$ cat config.mk
export PLATFORM = sky130hd
export DESIGN_NAME = decodeGroup
export DESIGN_NICKNAME = d
export VERILOG_FILES = /design/src/common/decodePkg.sv /design/src/decodeGroup.sv /design/src/decodeCollect.sv /design/src/decodeLane/decodeLane.sv /design/src/decodeLane/regMap.sv /design/src/decodeLane/decodeRs2.sv /design/src/fetchGroupSplit.sv
export VERILOG_INCLUDE_DIRS = /design/src /design/src/common
export SDC_FILE = /design/constraint.sdc
export NUM_CORES = 1
export LEC_CHECK = 0
export ABC_CLOCK_PERIOD_IN_PS = 2400
export BUFFER_PORTS_ARGS = -buffer_cell sky130_fd_sc_hd__buf_4
export CAP_MARGIN = 20
export CORE_AREA = 2 2 122 124
export CTS_CLUSTER_DIAMETER = 80
export DETAILED_ROUTE_END_ITERATION = 8
export DIE_AREA = 0 0 124 126
export PLACE_DENSITY = 0.74
export SYNTH_ARGS = -nofsm -noshare
export SYNTH_HDL_FRONTEND = slang
export SYNTH_SLANG_ARGS = --single-unit
export TNS_END_PERCENT = 30
$ cat constraint.sdc
create_clock -name clk -period 2.4 [get_ports clk]
set_input_delay 0 -clock clk [delete_from_list [all_inputs] [get_ports clk]]
set_output_delay 0 -clock clk [all_outputs]
set_load 0.02 [all_outputs]
$ cat src/common/decode_settings.svh
/*
 * Sizes for the Rs2 decode stage
 * Lane count, instruction width, register-number widths, lane-index width
 */
`ifndef DECODE_SETTINGS_SVH
`define DECODE_SETTINGS_SVH

// Instructions in one fetch group
`define LANES 4
`define INSN_W 32
// Architectural number is a 2-bit class above a 5-bit index
`define AREG_W 7
`define PREG_W 8
// Width of a lane index, kept at one bit for a single-lane build
`define LANE_W (((`LANES) > 1) ? $clog2(`LANES) : 1)

`endif
$ cat src/common/decodePkg.sv
/*
 * Shared decode types
 *   opcodeE        major opcode held in instruction bits 6..0
 *   opModeE        processor operating mode
 *   aregT, pregT   architectural and physical register numbers
 */
`include "decode_settings.svh"

package decodePkg;

	// ==========================================================
	// Opcodes
	// ==========================================================

	// Codes not listed here decode as having no Rs2
	typedef enum logic [6:0]
	{
		opAdd   = 7'h04,
		opSub   = 7'h05,
		opAnd   = 7'h06,
		opOr    = 7'h07,
		opXor   = 7'h08,
		opShift = 7'h09,
		opMul   = 7'h0a,
		opCmp   = 7'h0b,
		opFlt   = 7'h0c,
		opCsr   = 7'h0d,
		opBcc   = 7'h0e,
		opLoad  = 7'h10,
		opStore = 7'h11,
		opAmo   = 7'h12,
		opNop   = 7'h7f
	} opcodeE;

	// ==========================================================
	// Operating mode and register numbers
	// ==========================================================

	// The mode value also selects the bank of registers 24 to 31
	typedef enum logic [1:0]
	{
		modeUser    = 2'd0,
		modeSuper   = 2'd1,
		modeHyper   = 2'd2,
		modeMachine = 2'd3
	} opModeE;

	typedef logic [`AREG_W-1:0] aregT;
	typedef logic [`PREG_W-1:0] pregT;

	// Register class in the top two bits of an architectural number
	localparam logic [1:0] ClassInt = 2'b00;
	localparam logic [1:0] ClassFlt = 2'b01;

endpackage

$ cat src/decodeGroup.sv
/*
 * Top of the Rs2 decode stage
 * Splitter, one decode lane per instruction, result collector
 */
`include "decode_settings.svh"

module decodeGroup
(
	input  logic                      clk,
	input  logic                      rstN,
	input  logic                      groupValid,
	input  logic [`LANES*`INSN_W-1:0] group,
	input  decodePkg::opModeE         mode,
	output logic                      outValid,
	output logic [`LANES*`PREG_W-1:0] preg,
	output logic [`LANES-1:0]         hasRs2Mask,
	output logic [`LANES-1:0]         rs2ZeroMask,
	output logic [`LANES-1:0]         excMask,
	output logic                      excAny,
	output logic [`LANE_W-1:0]        excLane
);

	import decodePkg::*;

	// Stage 1 outputs
	logic [`LANES*`INSN_W-1:0] instr;
	logic [`LANES-1:0]         laneValid;
	opModeE                    modeQ;
	// Combinational lane results
	logic [`LANES-1:0]         laneHasRs2;
	logic [`LANES-1:0]         laneRs2Zero;
	logic [`LANES-1:0]         laneExc;
	logic [`LANES*`PREG_W-1:0] lanePreg;

	fetchGroupSplit uSplit
	(
		.clk       (clk),
		.rstN      (rstN),
		.groupValid(groupValid),
		.group     (group),
		.mode      (mode),
		.instr     (instr),
		.laneValid (laneValid),
		.modeQ     (modeQ)
	);

	// Every lane reads the same registered mode
	for (genvar i = 0; i < `LANES; i++)
	begin : gLane
		decodeLane uLane
		(
			.instr  (instr[i*`INSN_W +: `INSN_W]),
			.mode   (modeQ),
			.hasRs2 (laneHasRs2[i]),
			.rs2Zero(laneRs2Zero[i]),
			.preg   (lanePreg[i*`PREG_W +: `PREG_W]),
			.exc    (laneExc[i])
		);
	end

	decodeCollect uCollect
	(
		.clk        (clk),
		.rstN       (rstN),
		.laneValid  (laneValid),
		.hasRs2     (laneHasRs2),
		.rs2Zero    (laneRs2Zero),
		.lanePreg   (lanePreg),
		.exc        (laneExc),
		.outValid   (outValid),
		.preg       (preg),
		.hasRs2Mask (hasRs2Mask),
		.rs2ZeroMask(rs2ZeroMask),
		.excMask    (excMask),
		.excAny     (excAny),
		.excLane    (excLane)
	);

endmodule

$ cat src/decodeCollect.sv
/*
 * Stage 2 register of the decode pipeline
 * Lane-valid gating, result masks and the lowest excepting lane
 */
`include "decode_settings.svh"

module decodeCollect
(
	input  logic                      clk,
	input  logic                      rstN,
	input  logic [`LANES-1:0]         laneValid,
	input  logic [`LANES-1:0]         hasRs2,
	input  logic [`LANES-1:0]         rs2Zero,
	input  logic [`LANES*`PREG_W-1:0] lanePreg,
	input  logic [`LANES-1:0]         exc,
	output logic                      outValid,
	output logic [`LANES*`PREG_W-1:0] preg,
	output logic [`LANES-1:0]         hasRs2Mask,
	output logic [`LANES-1:0]         rs2ZeroMask,
	output logic [`LANES-1:0]         excMask,
	output logic                      excAny,
	output logic [`LANE_W-1:0]        excLane
);

	logic [`LANES-1:0]  hasRs2D;
	logic [`LANES-1:0]  rs2ZeroD;
	logic [`LANES-1:0]  excD;
	logic [`LANE_W-1:0] excLaneD;

	// ==========================================================
	// Gating and priority scan
	// ==========================================================

	// An idle lane contributes nothing to any mask
	assign hasRs2D = hasRs2 & laneValid;
	assign rs2ZeroD = rs2Zero & laneValid;
	assign excD = exc & laneValid;

	// Scan from the top so the lowest excepting lane wins
	always_comb
	begin
		excLaneD = '0;
		for (int i = `LANES - 1; i >= 0; i--)
			if (excD[i])
				excLaneD = i[`LANE_W-1:0];
	end

	// ==========================================================
	// Output register
	// ==========================================================

	always_ff @(posedge clk or negedge rstN)
	begin
		if (!rstN)
		begin
			outValid <= 1'b0;
			hasRs2Mask <= '0;
			rs2ZeroMask <= '0;
			excMask <= '0;
			excAny <= 1'b0;
			excLane <= '0;
		end
		else
		begin
			outValid <= |laneValid;
			hasRs2Mask <= hasRs2D;
			rs2ZeroMask <= rs2ZeroD;
			excMask <= excD;
			excAny <= |excD;
			excLane <= excLaneD;
		end
	end

	// Physical numbers only move with a valid group
	always_ff @(posedge clk)
	begin
		if (|laneValid)
			preg <= lanePreg;
	end

	// Summary flag and lane index must agree with the mask they were built beside
	excAnyMatch: assert property (@(posedge clk) disable iff (!rstN)
		excAny == |excMask)
		else $error("excAny disagrees with excMask");
	excLaneLowest: assert property (@(posedge clk) disable iff (!rstN)
		excAny |-> excMask[excLane] && ((excMask & ((`LANES'(1) << excLane) - 1'b1)) == '0))
		else $error("excLane is not the lowest excepting lane");

endmodule

$ cat src/decodeLane/decodeLane.sv
/*
 * One decode lane
 * Immediate-form detect, Rs2 decode, register map and zero flag
 */
`include "decode_settings.svh"

module decodeLane
(
	input  logic [`INSN_W-1:0] instr,
	input  decodePkg::opModeE  mode,
	output logic               hasRs2,
	output logic               rs2Zero,
	output decodePkg::pregT    preg,
	output logic               exc
);

	import decodePkg::*;

	opcodeE op;
	logic   immCapable;
	logic   hasImm;
	aregT   rs2;

	assign op = opcodeE'(instr[6:0]);

	// ALU and memory opcodes have an immediate variant
	always_comb
	begin
		case (op)
			opAdd, opSub, opAnd, opOr, opXor, opShift, opMul, opCmp, opLoad, opStore:
				immCapable = 1'b1;
			default:
				immCapable = 1'b0;
		endcase
	end

	// Nonzero top bits mark the immediate variant
	assign hasImm = immCapable && (instr[31:29] != 3'd0);

	decodeRs2 uRs2
	(
		.instr (instr),
		.hasImm(hasImm),
		.hasRs2(hasRs2),
		.rs2   (rs2)
	);

	// Only a real operand can raise the privilege exception
	regMap uMap
	(
		.mode(mode),
		.areg(rs2),
		.used(hasRs2),
		.preg(preg),
		.exc (exc)
	);

	// Set both for register 0 and for a missing operand
	assign rs2Zero = (rs2 == '0);

endmodule

$ cat src/decodeLane/regMap.sv
/*
 * Architectural to physical register map
 * Banks integer registers 24 to 31 by mode, offsets float registers,
 * and flags user-mode use of the privileged integer registers
 */
`include "decode_settings.svh"

module regMap
(
	input  decodePkg::opModeE mode,
	input  decodePkg::aregT   areg,
	input  logic              used,
	output decodePkg::pregT   preg,
	output logic              exc
);

	import decodePkg::*;

	logic [1:0] regClass;
	logic [4:0] idx;

	assign regClass = areg[`AREG_W-1 -: 2];
	assign idx = areg[4:0];

	always_comb
	begin
		if (regClass == ClassFlt)
			// Float file sits at 128 and up
			preg = pregT'({3'b100, idx});
		else if (idx[4:3] == 2'b11)
			// 24 to 31 land at 32 + mode*8 + (idx-24), and idx-24 is just the low bits
			preg = pregT'({3'b001, mode, idx[2:0]});
		else
			preg = pregT'({3'b000, idx});
	end

	// Registers 28 to 31 belong to the kernel and trap when read from user mode
	assign exc = used && (mode == modeUser) && (regClass == ClassInt) && (idx[4:2] == 3'b111);

endmodule

$ cat src/decodeLane/decodeRs2.sv
/*
 * Rs2 operand decode
 * Decides whether an instruction reads a second source register and
 * returns its class and index, or zero when there is none
 */
`include "decode_settings.svh"

module decodeRs2
(
	input  logic [`INSN_W-1:0] instr,
	input  logic               hasImm,
	output logic               hasRs2,
	output decodePkg::aregT    rs2
);

	import decodePkg::*;

	opcodeE     op;
	logic [4:0] aluField;
	logic [4:0] memField;
	logic [2:0] topBits;
	logic [2:0] branchCond;

	// ==========================================================
	// Instruction fields
	// ==========================================================

	assign op = opcodeE'(instr[6:0]);
	// ALU, float, CSR and branch forms keep Rs2 in the middle of the word
	assign aluField = instr[17:13];
	// Memory forms keep Rs2 higher up, next to the displacement
	assign memField = instr[27:23];
	assign topBits = instr[31:29];
	assign branchCond = instr[10:8];

	// ==========================================================
	// Per-opcode decode
	// ==========================================================

	always_comb
	begin
		hasRs2 = 1'b0;
		rs2 = '0;
		case (op)
			// Register-register ALU forms only
			opAdd, opSub, opAnd, opOr, opXor, opShift, opMul, opCmp:
			begin
				hasRs2 = !hasImm;
				rs2 = {ClassInt, aluField};
			end
			// Float always reads a float register
			opFlt:
			begin
				hasRs2 = 1'b1;
				rs2 = {ClassFlt, aluField};
			end
			// Nonzero top bits select the immediate CSR form
			opCsr:
			begin
				hasRs2 = (topBits == 3'd0);
				rs2 = {ClassInt, aluField};
			end
			// Condition 7 is the unconditional branch, which compares nothing
			opBcc:
			begin
				hasRs2 = (branchCond != 3'd7);
				rs2 = {ClassInt, aluField};
			end
			// Indexed load and store read Rs2 as the index register
			opLoad, opStore:
			begin
				hasRs2 = !hasImm;
				rs2 = {ClassInt, memField};
			end
			opAmo:
			begin
				hasRs2 = 1'b1;
				rs2 = {ClassInt, memField};
			end
			default:
			begin
				hasRs2 = 1'b0;
			end
		endcase
		// Without an operand the number reads as register 0
		if (!hasRs2)
			rs2 = '0;
	end

endmodule

$ cat src/fetchGroupSplit.sv
/*
 * Stage 1 register of the decode pipeline
 * Captures a fetch group with its mode and fans the strobe out to every lane
 */
`include "decode_settings.svh"

module fetchGroupSplit
(
	input  logic                      clk,
	input  logic                      rstN,
	input  logic                      groupValid,
	input  logic [`LANES*`INSN_W-1:0] group,
	input  decodePkg::opModeE         mode,
	output logic [`LANES*`INSN_W-1:0] instr,
	output logic [`LANES-1:0]         laneValid,
	output decodePkg::opModeE         modeQ
);

	logic validQ;

	// Strobe is the only control state in this stage
	always_ff @(posedge clk or negedge rstN)
	begin
		if (!rstN)
			validQ <= 1'b0;
		else
			validQ <= groupValid;
	end

	// Group and mode are loaded only with a strobe
	// Lane i reads its instruction from bits i*INSN_W upward of the flat bus
	always_ff @(posedge clk)
	begin
		if (groupValid)
		begin
			instr <= group;
			modeQ <= mode;
		end
	end

	// A group is valid as a whole, so every lane shares the strobe
	assign laneValid = {`LANES{validQ}};

	// Lanes are only ever all on or all off
	laneAllOrNone: assert property (@(posedge clk) disable iff (!rstN)
		laneValid == '0 || laneValid == '1)
		else $error("lane valid mask is partly set");

endmodule

# After elaboration in Yosys (flattened, before gate mapping)
# Memories as Yosys holds them, arrays and structs flattened. A register that Yosys moved wholly into a read port is not among the register bits.
# Index checks and enable logic that the tools add are counted.
[op_classes]
eq_ne = 72
reduce_logical = 58
mux = 32
bitwise = 3
[op_table]
columns = ["op", "n"]
rows = [
  ["7-bit by 4-bit == test with 1-bit output, second input constant", 28],
  ["7-bit by 3-bit == test with 1-bit output, second input constant", 16],
  ["7-bit by 5-bit == test with 1-bit output, second input constant", 12],
  ["10-bit OR reduction", 8],
  ["6-bit one-hot mux with 3 select lines", 4],
  ["5-bit two-way mux", 8],
  ["7-bit logical NOT", 4],
  ["7-bit two-way mux", 4],
  ["6-bit two-way mux", 4],
  ["2-bit logical NOT", 9],
  ["1-bit logical AND", 16],
  ["1-bit one-hot mux with 4 select lines", 4],
  ["4-bit AND", 3],
  ["3-bit == test, second input constant", 4],
  ["3-bit logical NOT", 4],
  ["3-bit != test, second input constant", 4],
  ["3-bit nonzero test", 4],
  ["3-bit OR reduction", 4],
  ["2-bit by 1-bit == test with 1-bit output, second input constant", 4],
  ["2-bit == test, second input constant", 4],
  ["2-bit two-way mux", 4],
  ["2-bit OR reduction", 4],
  ["1-bit logical NOT", 4],
  ["1-bit two-way mux", 4],
  ["4-bit OR reduction", 1],
]
[word_totals]
romBits = 128
reg_bits = 179
output_inout_bits = 48
n_memories = 4
word_cells = 183
in_bits = 133
[mem_list]
columns = ["name", "words", "word_bits", "rd", "rd_clocked_by_memory_dff", "wr", "line", "rtl"]
rows = [
  ["(no name shown)", 32, 1, 1, 1, 0, "decodeLane.sv:29", "case (op)"],
  ["(no name shown)", 32, 1, 1, 1, 0, "decodeLane.sv:29", ""],
  ["(no name shown)", 32, 1, 1, 1, 0, "decodeLane.sv:29", ""],
  ["(no name shown)", 32, 1, 1, 1, 0, "decodeLane.sv:29", ""],
]

# Logic depth before layout (Yosys ltp)
[logic_depth]
depth_word = 14
depth_mapped = 8
depth_no_buf = 7

# Hierarchy
# From an unflattened synthesis, not the netlist that was laid out.
[hier_totals]
hier_cells = 414
hier_area_um2 = 7060.5
[by_module_without_submodules]
columns = ["module", "area_per_inst_um2", "instances", "seq_area_each_um2", "cells_per_inst"]
rows = [
  ["fetchGroupSplit", 3958.8, 1, 3928.8, 135],
  ["decodeCollect", 1480.2, 1, 1361.3, 67],
  ["decodeRs2", 255.2, 4, 0.0, 31],
  ["regMap", 93.8, 4, 0.0, 14],
  ["decodeLane", 56.3, 4, 0.0, 8],
]

# Least setup slack after synthesis
# Ideal clock, no wire load.
[synth_path]
path_type = "register to register"
startpoint = "register uSplit.validQ"
endpoint = "register uCollect.excLane[1]"
arrival_ps = 1927
period_less_slack_ps = 2021
path_buffers = 0
t_required_ps = 2306
path_stages_with_launch = 6
setup_time_ps = 94
setup_slack_ps = 379
cell_sequence = "dfrtp_1 and3_1 nor2b_1 nand4_1 nand2b_2 a211oi_1"
[synth_between]
elab_chain_cells = 5
[synth_lines]
columns = ["item", "line", "rtl"]
rows = [
  ["from (decl)", "fetchGroupSplit.sv:19", "logic validQ;"],
  ["from (signal assigned)", "fetchGroupSplit.sv:27", "validQ <= groupValid;"],
  ["4-bit AND (*)", "decodeCollect.sv:37", "assign excD = exc & laneValid;"],
  ["2-bit two-way mux (3 in series)", "decodeCollect.sv:44", "if (excD[i])"],
  ["2-bit two-way mux (*)", "decodeCollect.sv:44", ""],
  ["via uCollect.excLaneD[1]", "decodeCollect.sv:28", "logic [`LANE_W-1:0] excLaneD;"],
  ["to (signal assigned)", "decodeCollect.sv:70", "excLane <= excLaneD;"],
  ["to (decl)", "decodeCollect.sv:22", "output logic [`LANE_W-1:0] excLane"],
]
# Mark *: on every way through the listed nets, which the timed path passes. The rest lies on a longest branch.
# A chain may end at the register's enable or synchronous reset.

# Worst setup path in the final report
[layout_path]
startpoint = "register uSplit.instr[98]"
endpoint = "register uCollect.excLane[0]"
[layout_between]
elab_chain_cells = 12
elab_cells_between_ends = 31
cone_classes = "eq/ne: 15; mux: 7; bitwise: 1; reduce/logical: 8"
[layout_lines]
columns = ["item", "line", "rtl"]
rows = [
  ["from (decl)", "fetchGroupSplit.sv:14", "output logic [`LANES*`INSN_W-1:0] instr,"],
  ["from (signal assigned)", "fetchGroupSplit.sv:36", "instr <= group;"],
  ["7-bit by 5-bit == test with 1-bit output, or another cell as far along", "decodeRs2.sv:44", "case (op)"],
  ["10-bit OR reduction (no line), or another cell as far along", "--", ""],
  ["1-bit one-hot mux with 4 select lines or 6-bit one-hot mux with 3 select lines (tied branches)", "decodeRs2.sv:44", ""],
  ["7-bit two-way mux", "decodeRs2.sv:86", "if (!hasRs2)"],
  ["2-bit logical NOT", "regMap.sv:38", "assign exc = used && (mode == modeUser) && (regClass == ClassInt) && (idx[4:2] == 3'b111);"],
  ["1-bit logical AND", "regMap.sv:38", ""],
  ["1-bit logical AND (*)", "regMap.sv:38", ""],
  ["4-bit AND (*)", "decodeCollect.sv:37", ""],
  ["2-bit two-way mux (*) (4 in series)", "decodeCollect.sv:44", ""],
  ["via uCollect.excLaneD[0]", "decodeCollect.sv:28", ""],
]
# Marks and branches as above.

==> flow_summary.ini <==
[worst_setup_path]
slowest_stage = a2111oi_1
worstPathRequired_ps = 2760
cp.arrival_ps = 2540
crit_type = flip-flop to flip-flop
crit_path_cell_trace = nor3b_1, o31ai_2, a2111oi_1, nor3_1, a311oi_1, o21ba_1
reg2reg_depth = 6
cpPeakStageDelay_ps = 520
critPathCaptureType = flip-flop
path_max_fanout = 8
cp-start-kind = flip-flop

[grt]
antenna_found_initial = 0
grt_overflow = 0
first_global_vias = 4138
grt.total_usage_pct = 17.5
grt_max_degree = 64
grt_pass1_wl_um = 20100

[layout]
multiInputGateArea_um2 = 1370
fin_nets = 746
drive_above_1_share_pct = 31.3
final_cell_mix = buf_4 (144), edfxtp_1 (122), dlygate4sd3_1 (97)
finalInstanceArea_um2 = 8490
final-seq-area_um2 = 4170
utilization_pct = 59.3
fillerInstances = 1085
mostFrequentLayoutCell = buf_4
syn_to_final_growth_pct = 50.9
n_antenna_cell = 0

[synth]
synth_area_leaders = edfxtp_1 (65%), dfrtp_1 (7.6%), a22o_1 (1.9%), dfxtp_1 (1.4%), o21ai_0 (1.4%)
yosysSeqAreaShare_pct = 74.1
syn_area_um2 = 5630
synth_cell_types = 66
synth_largest_area_cell = edfxtp_1
yosysWarnings = 0
ys_async_sr_fraction_pct = 11.9
synth_cells = 357
syn_avg_cell_area_um2 = 15.8
yosysTopAreaCellShare_pct = 65.1
synth-edff-count = 122
ys_seq_elements = 143
synth_flop_cell = edfxtp_1

[min_path]
min_path_type = input pin to flip-flop
min_path_cells = 2

[power_and_ir_drop]
p_total_w = 0.00624
power_density_nw_per_um2 = 734
peakVddDrop_uv = 409
p_leak_nw = 3.46

[sta]
hold_viol = 0
worst_pin_slew_ps = 823
fmax_mhz = 457
relSlewSlack_pct = 45.0
setup_viol = 0
tns_ps = 0
drv_slew = 0
final.setup_skew_ps = 10.7
setup_ws_ps = 213
rsz0062_at_grt = no
min_period_ps = 2190
timing.final.crit_share_pct = 91.1

[route]
viasPerCell = 5.03
dr.pass1.iters = 4
wire_per_inst_um = 15.9
drt_iter0_drc = 214
finalWirelength_um = 12900
vias = 4074
ant_nets = 0
drcViolationCount = 0

[placement]
hpwlAfterDp_um = 8270
place_ws_ps = 280
placed_area_um2 = 6920
port_buffers = 140
place.gp.congestion = 0.828

[cts]
numCtsBuffers = 17
cts_tree = built
cts.clk_slew.worst_paths_ps = 60
cts_hold_buffers = 97
clk_latency_ps = 420
clk_path_buf_depth = 2
cts_root_buffer = clkbuf_16
postCtsSetupBuffers = 0
cts_sinks = 143
cts_max_level = 4
cts_resized = 0

[outcome]
status = finished, final reports clean

[floorplanning]
fp.dieW_um = 124
dieArea_um2 = 15600
placementRows = 44
die_h_um = 126
coreArea_um2 = 14300
pin_count = 181
initial_core_util_pct = 39.3

[job]
drv_cap = 0
## flip-flops by register name, summed over array words and instances, names as in the netlist, named ones only
name                  cells
uCollect.excLane          2
uCollect.hasRs2Mask       4
uCollect.excAny           1
uSplit.instr             92
uCollect.preg            28
uCollect.outValid         1
uCollect.rs2ZeroMask      4
uSplit.modeQ              2
uSplit.validQ             1
uCollect.excMask          4
## layer usage
metal | track usage, % | part of all wire [%] | vias up
met5 | 0 | 0 | -
met4 | 9.52 | 3.5 | 0
met3 | 5.57 | 5.2 | 37
met2 | 29.7 | 52 | 154
met1 | 19.4 | 39 | 1960
li1 | - | - | 1923
## cell usage after synthesis (all sizes together) (8+ instances only)
library cell,instances
and2,9
nor3,13
nand4,9
edfxtp,122
inv,13
dfrtp,17
a31oi,10
a22o,13
o21ai,16
a21oi,8
nor2,13
nand2,21
## metrics by stage
step / instances / hold WS [ps]
2_1_floorplan: 360 / -296
3_3_place_gp: 681 / -111
3_5_place_dp: 681 / -112
4_1_cts: 810 / 272
5_1_grt: 810 / 282
6_report: 810 / 291
## power breakdown
group / internal [W] / total, W / leakage [nW] / switching [W]
Sequential: 0.00288 / 0.00298 / 1.47 / 0.0000940
Clock: 0.00173 / 0.00269 / 0.286 / 0.000962
Combinational: 0.000316 / 0.000567 / 1.70 / 0.000251
Total: 0.00493 / 0.00624 / 3.46 / 0.00131
## critical path, delay by kind of cell (launching register included)
kind	cells	cell delay [ps]
flops	1	500
compound gates	4	1130
simple gates	2	500
## final timing paths
| kind | startpoint | end | slack [ps] |
|---|---|---|---|
| worst max-delay path | uSplit.instr[98] | uCollect.excLane[0] | 210 |
| worst min-delay path | group[16] | uSplit.instr[16] | 290 |
| worst max register to register | uSplit.instr[98] | uCollect.excLane[0] | 210 |
| worst min register to register | uSplit.instr[110] | uCollect.preg[25] | 630 |
| max in group asynchronous | rstN | uCollect.excMask[0] | 1130 |
| min in group asynchronous | rstN | uCollect.rs2ZeroMask[3] | 750 |
## cell type report
| class | instances | area share [%] |
|---|---|---|
| Tap cell | 184 | 2.71 |
| Clock inverter | 11 | 1.94 |
| Clock buffer | 21 | 5.19 |
| Timing Repair Buffer | 242 | 24.4 |
| Multi-Input combinational cell | 196 | 16.1 |
| Sequential cell | 143 | 49.1 |
| Inverter | 13 | 0.575 |
## logic make-up (layout without fill, tap and decap cells)
group | Yosys count | in the layout | share of synthesized area, %
flip-flops | 143 | 143 | 74.1
AND/OR/NAND/NOR | 104 | 104 | 11.8
AO/OA/AOI/OAI | 81 | 81 | 11.0
buffers and inverters | 21 | 287 | 1.84
multiplexers | 5 | 5 | 0.889
XOR/XNOR | 2 | 2 | 0.311
other | 1 | 4 | 0.0666
No activity file was read; power rests on OpenSTA's default activity.
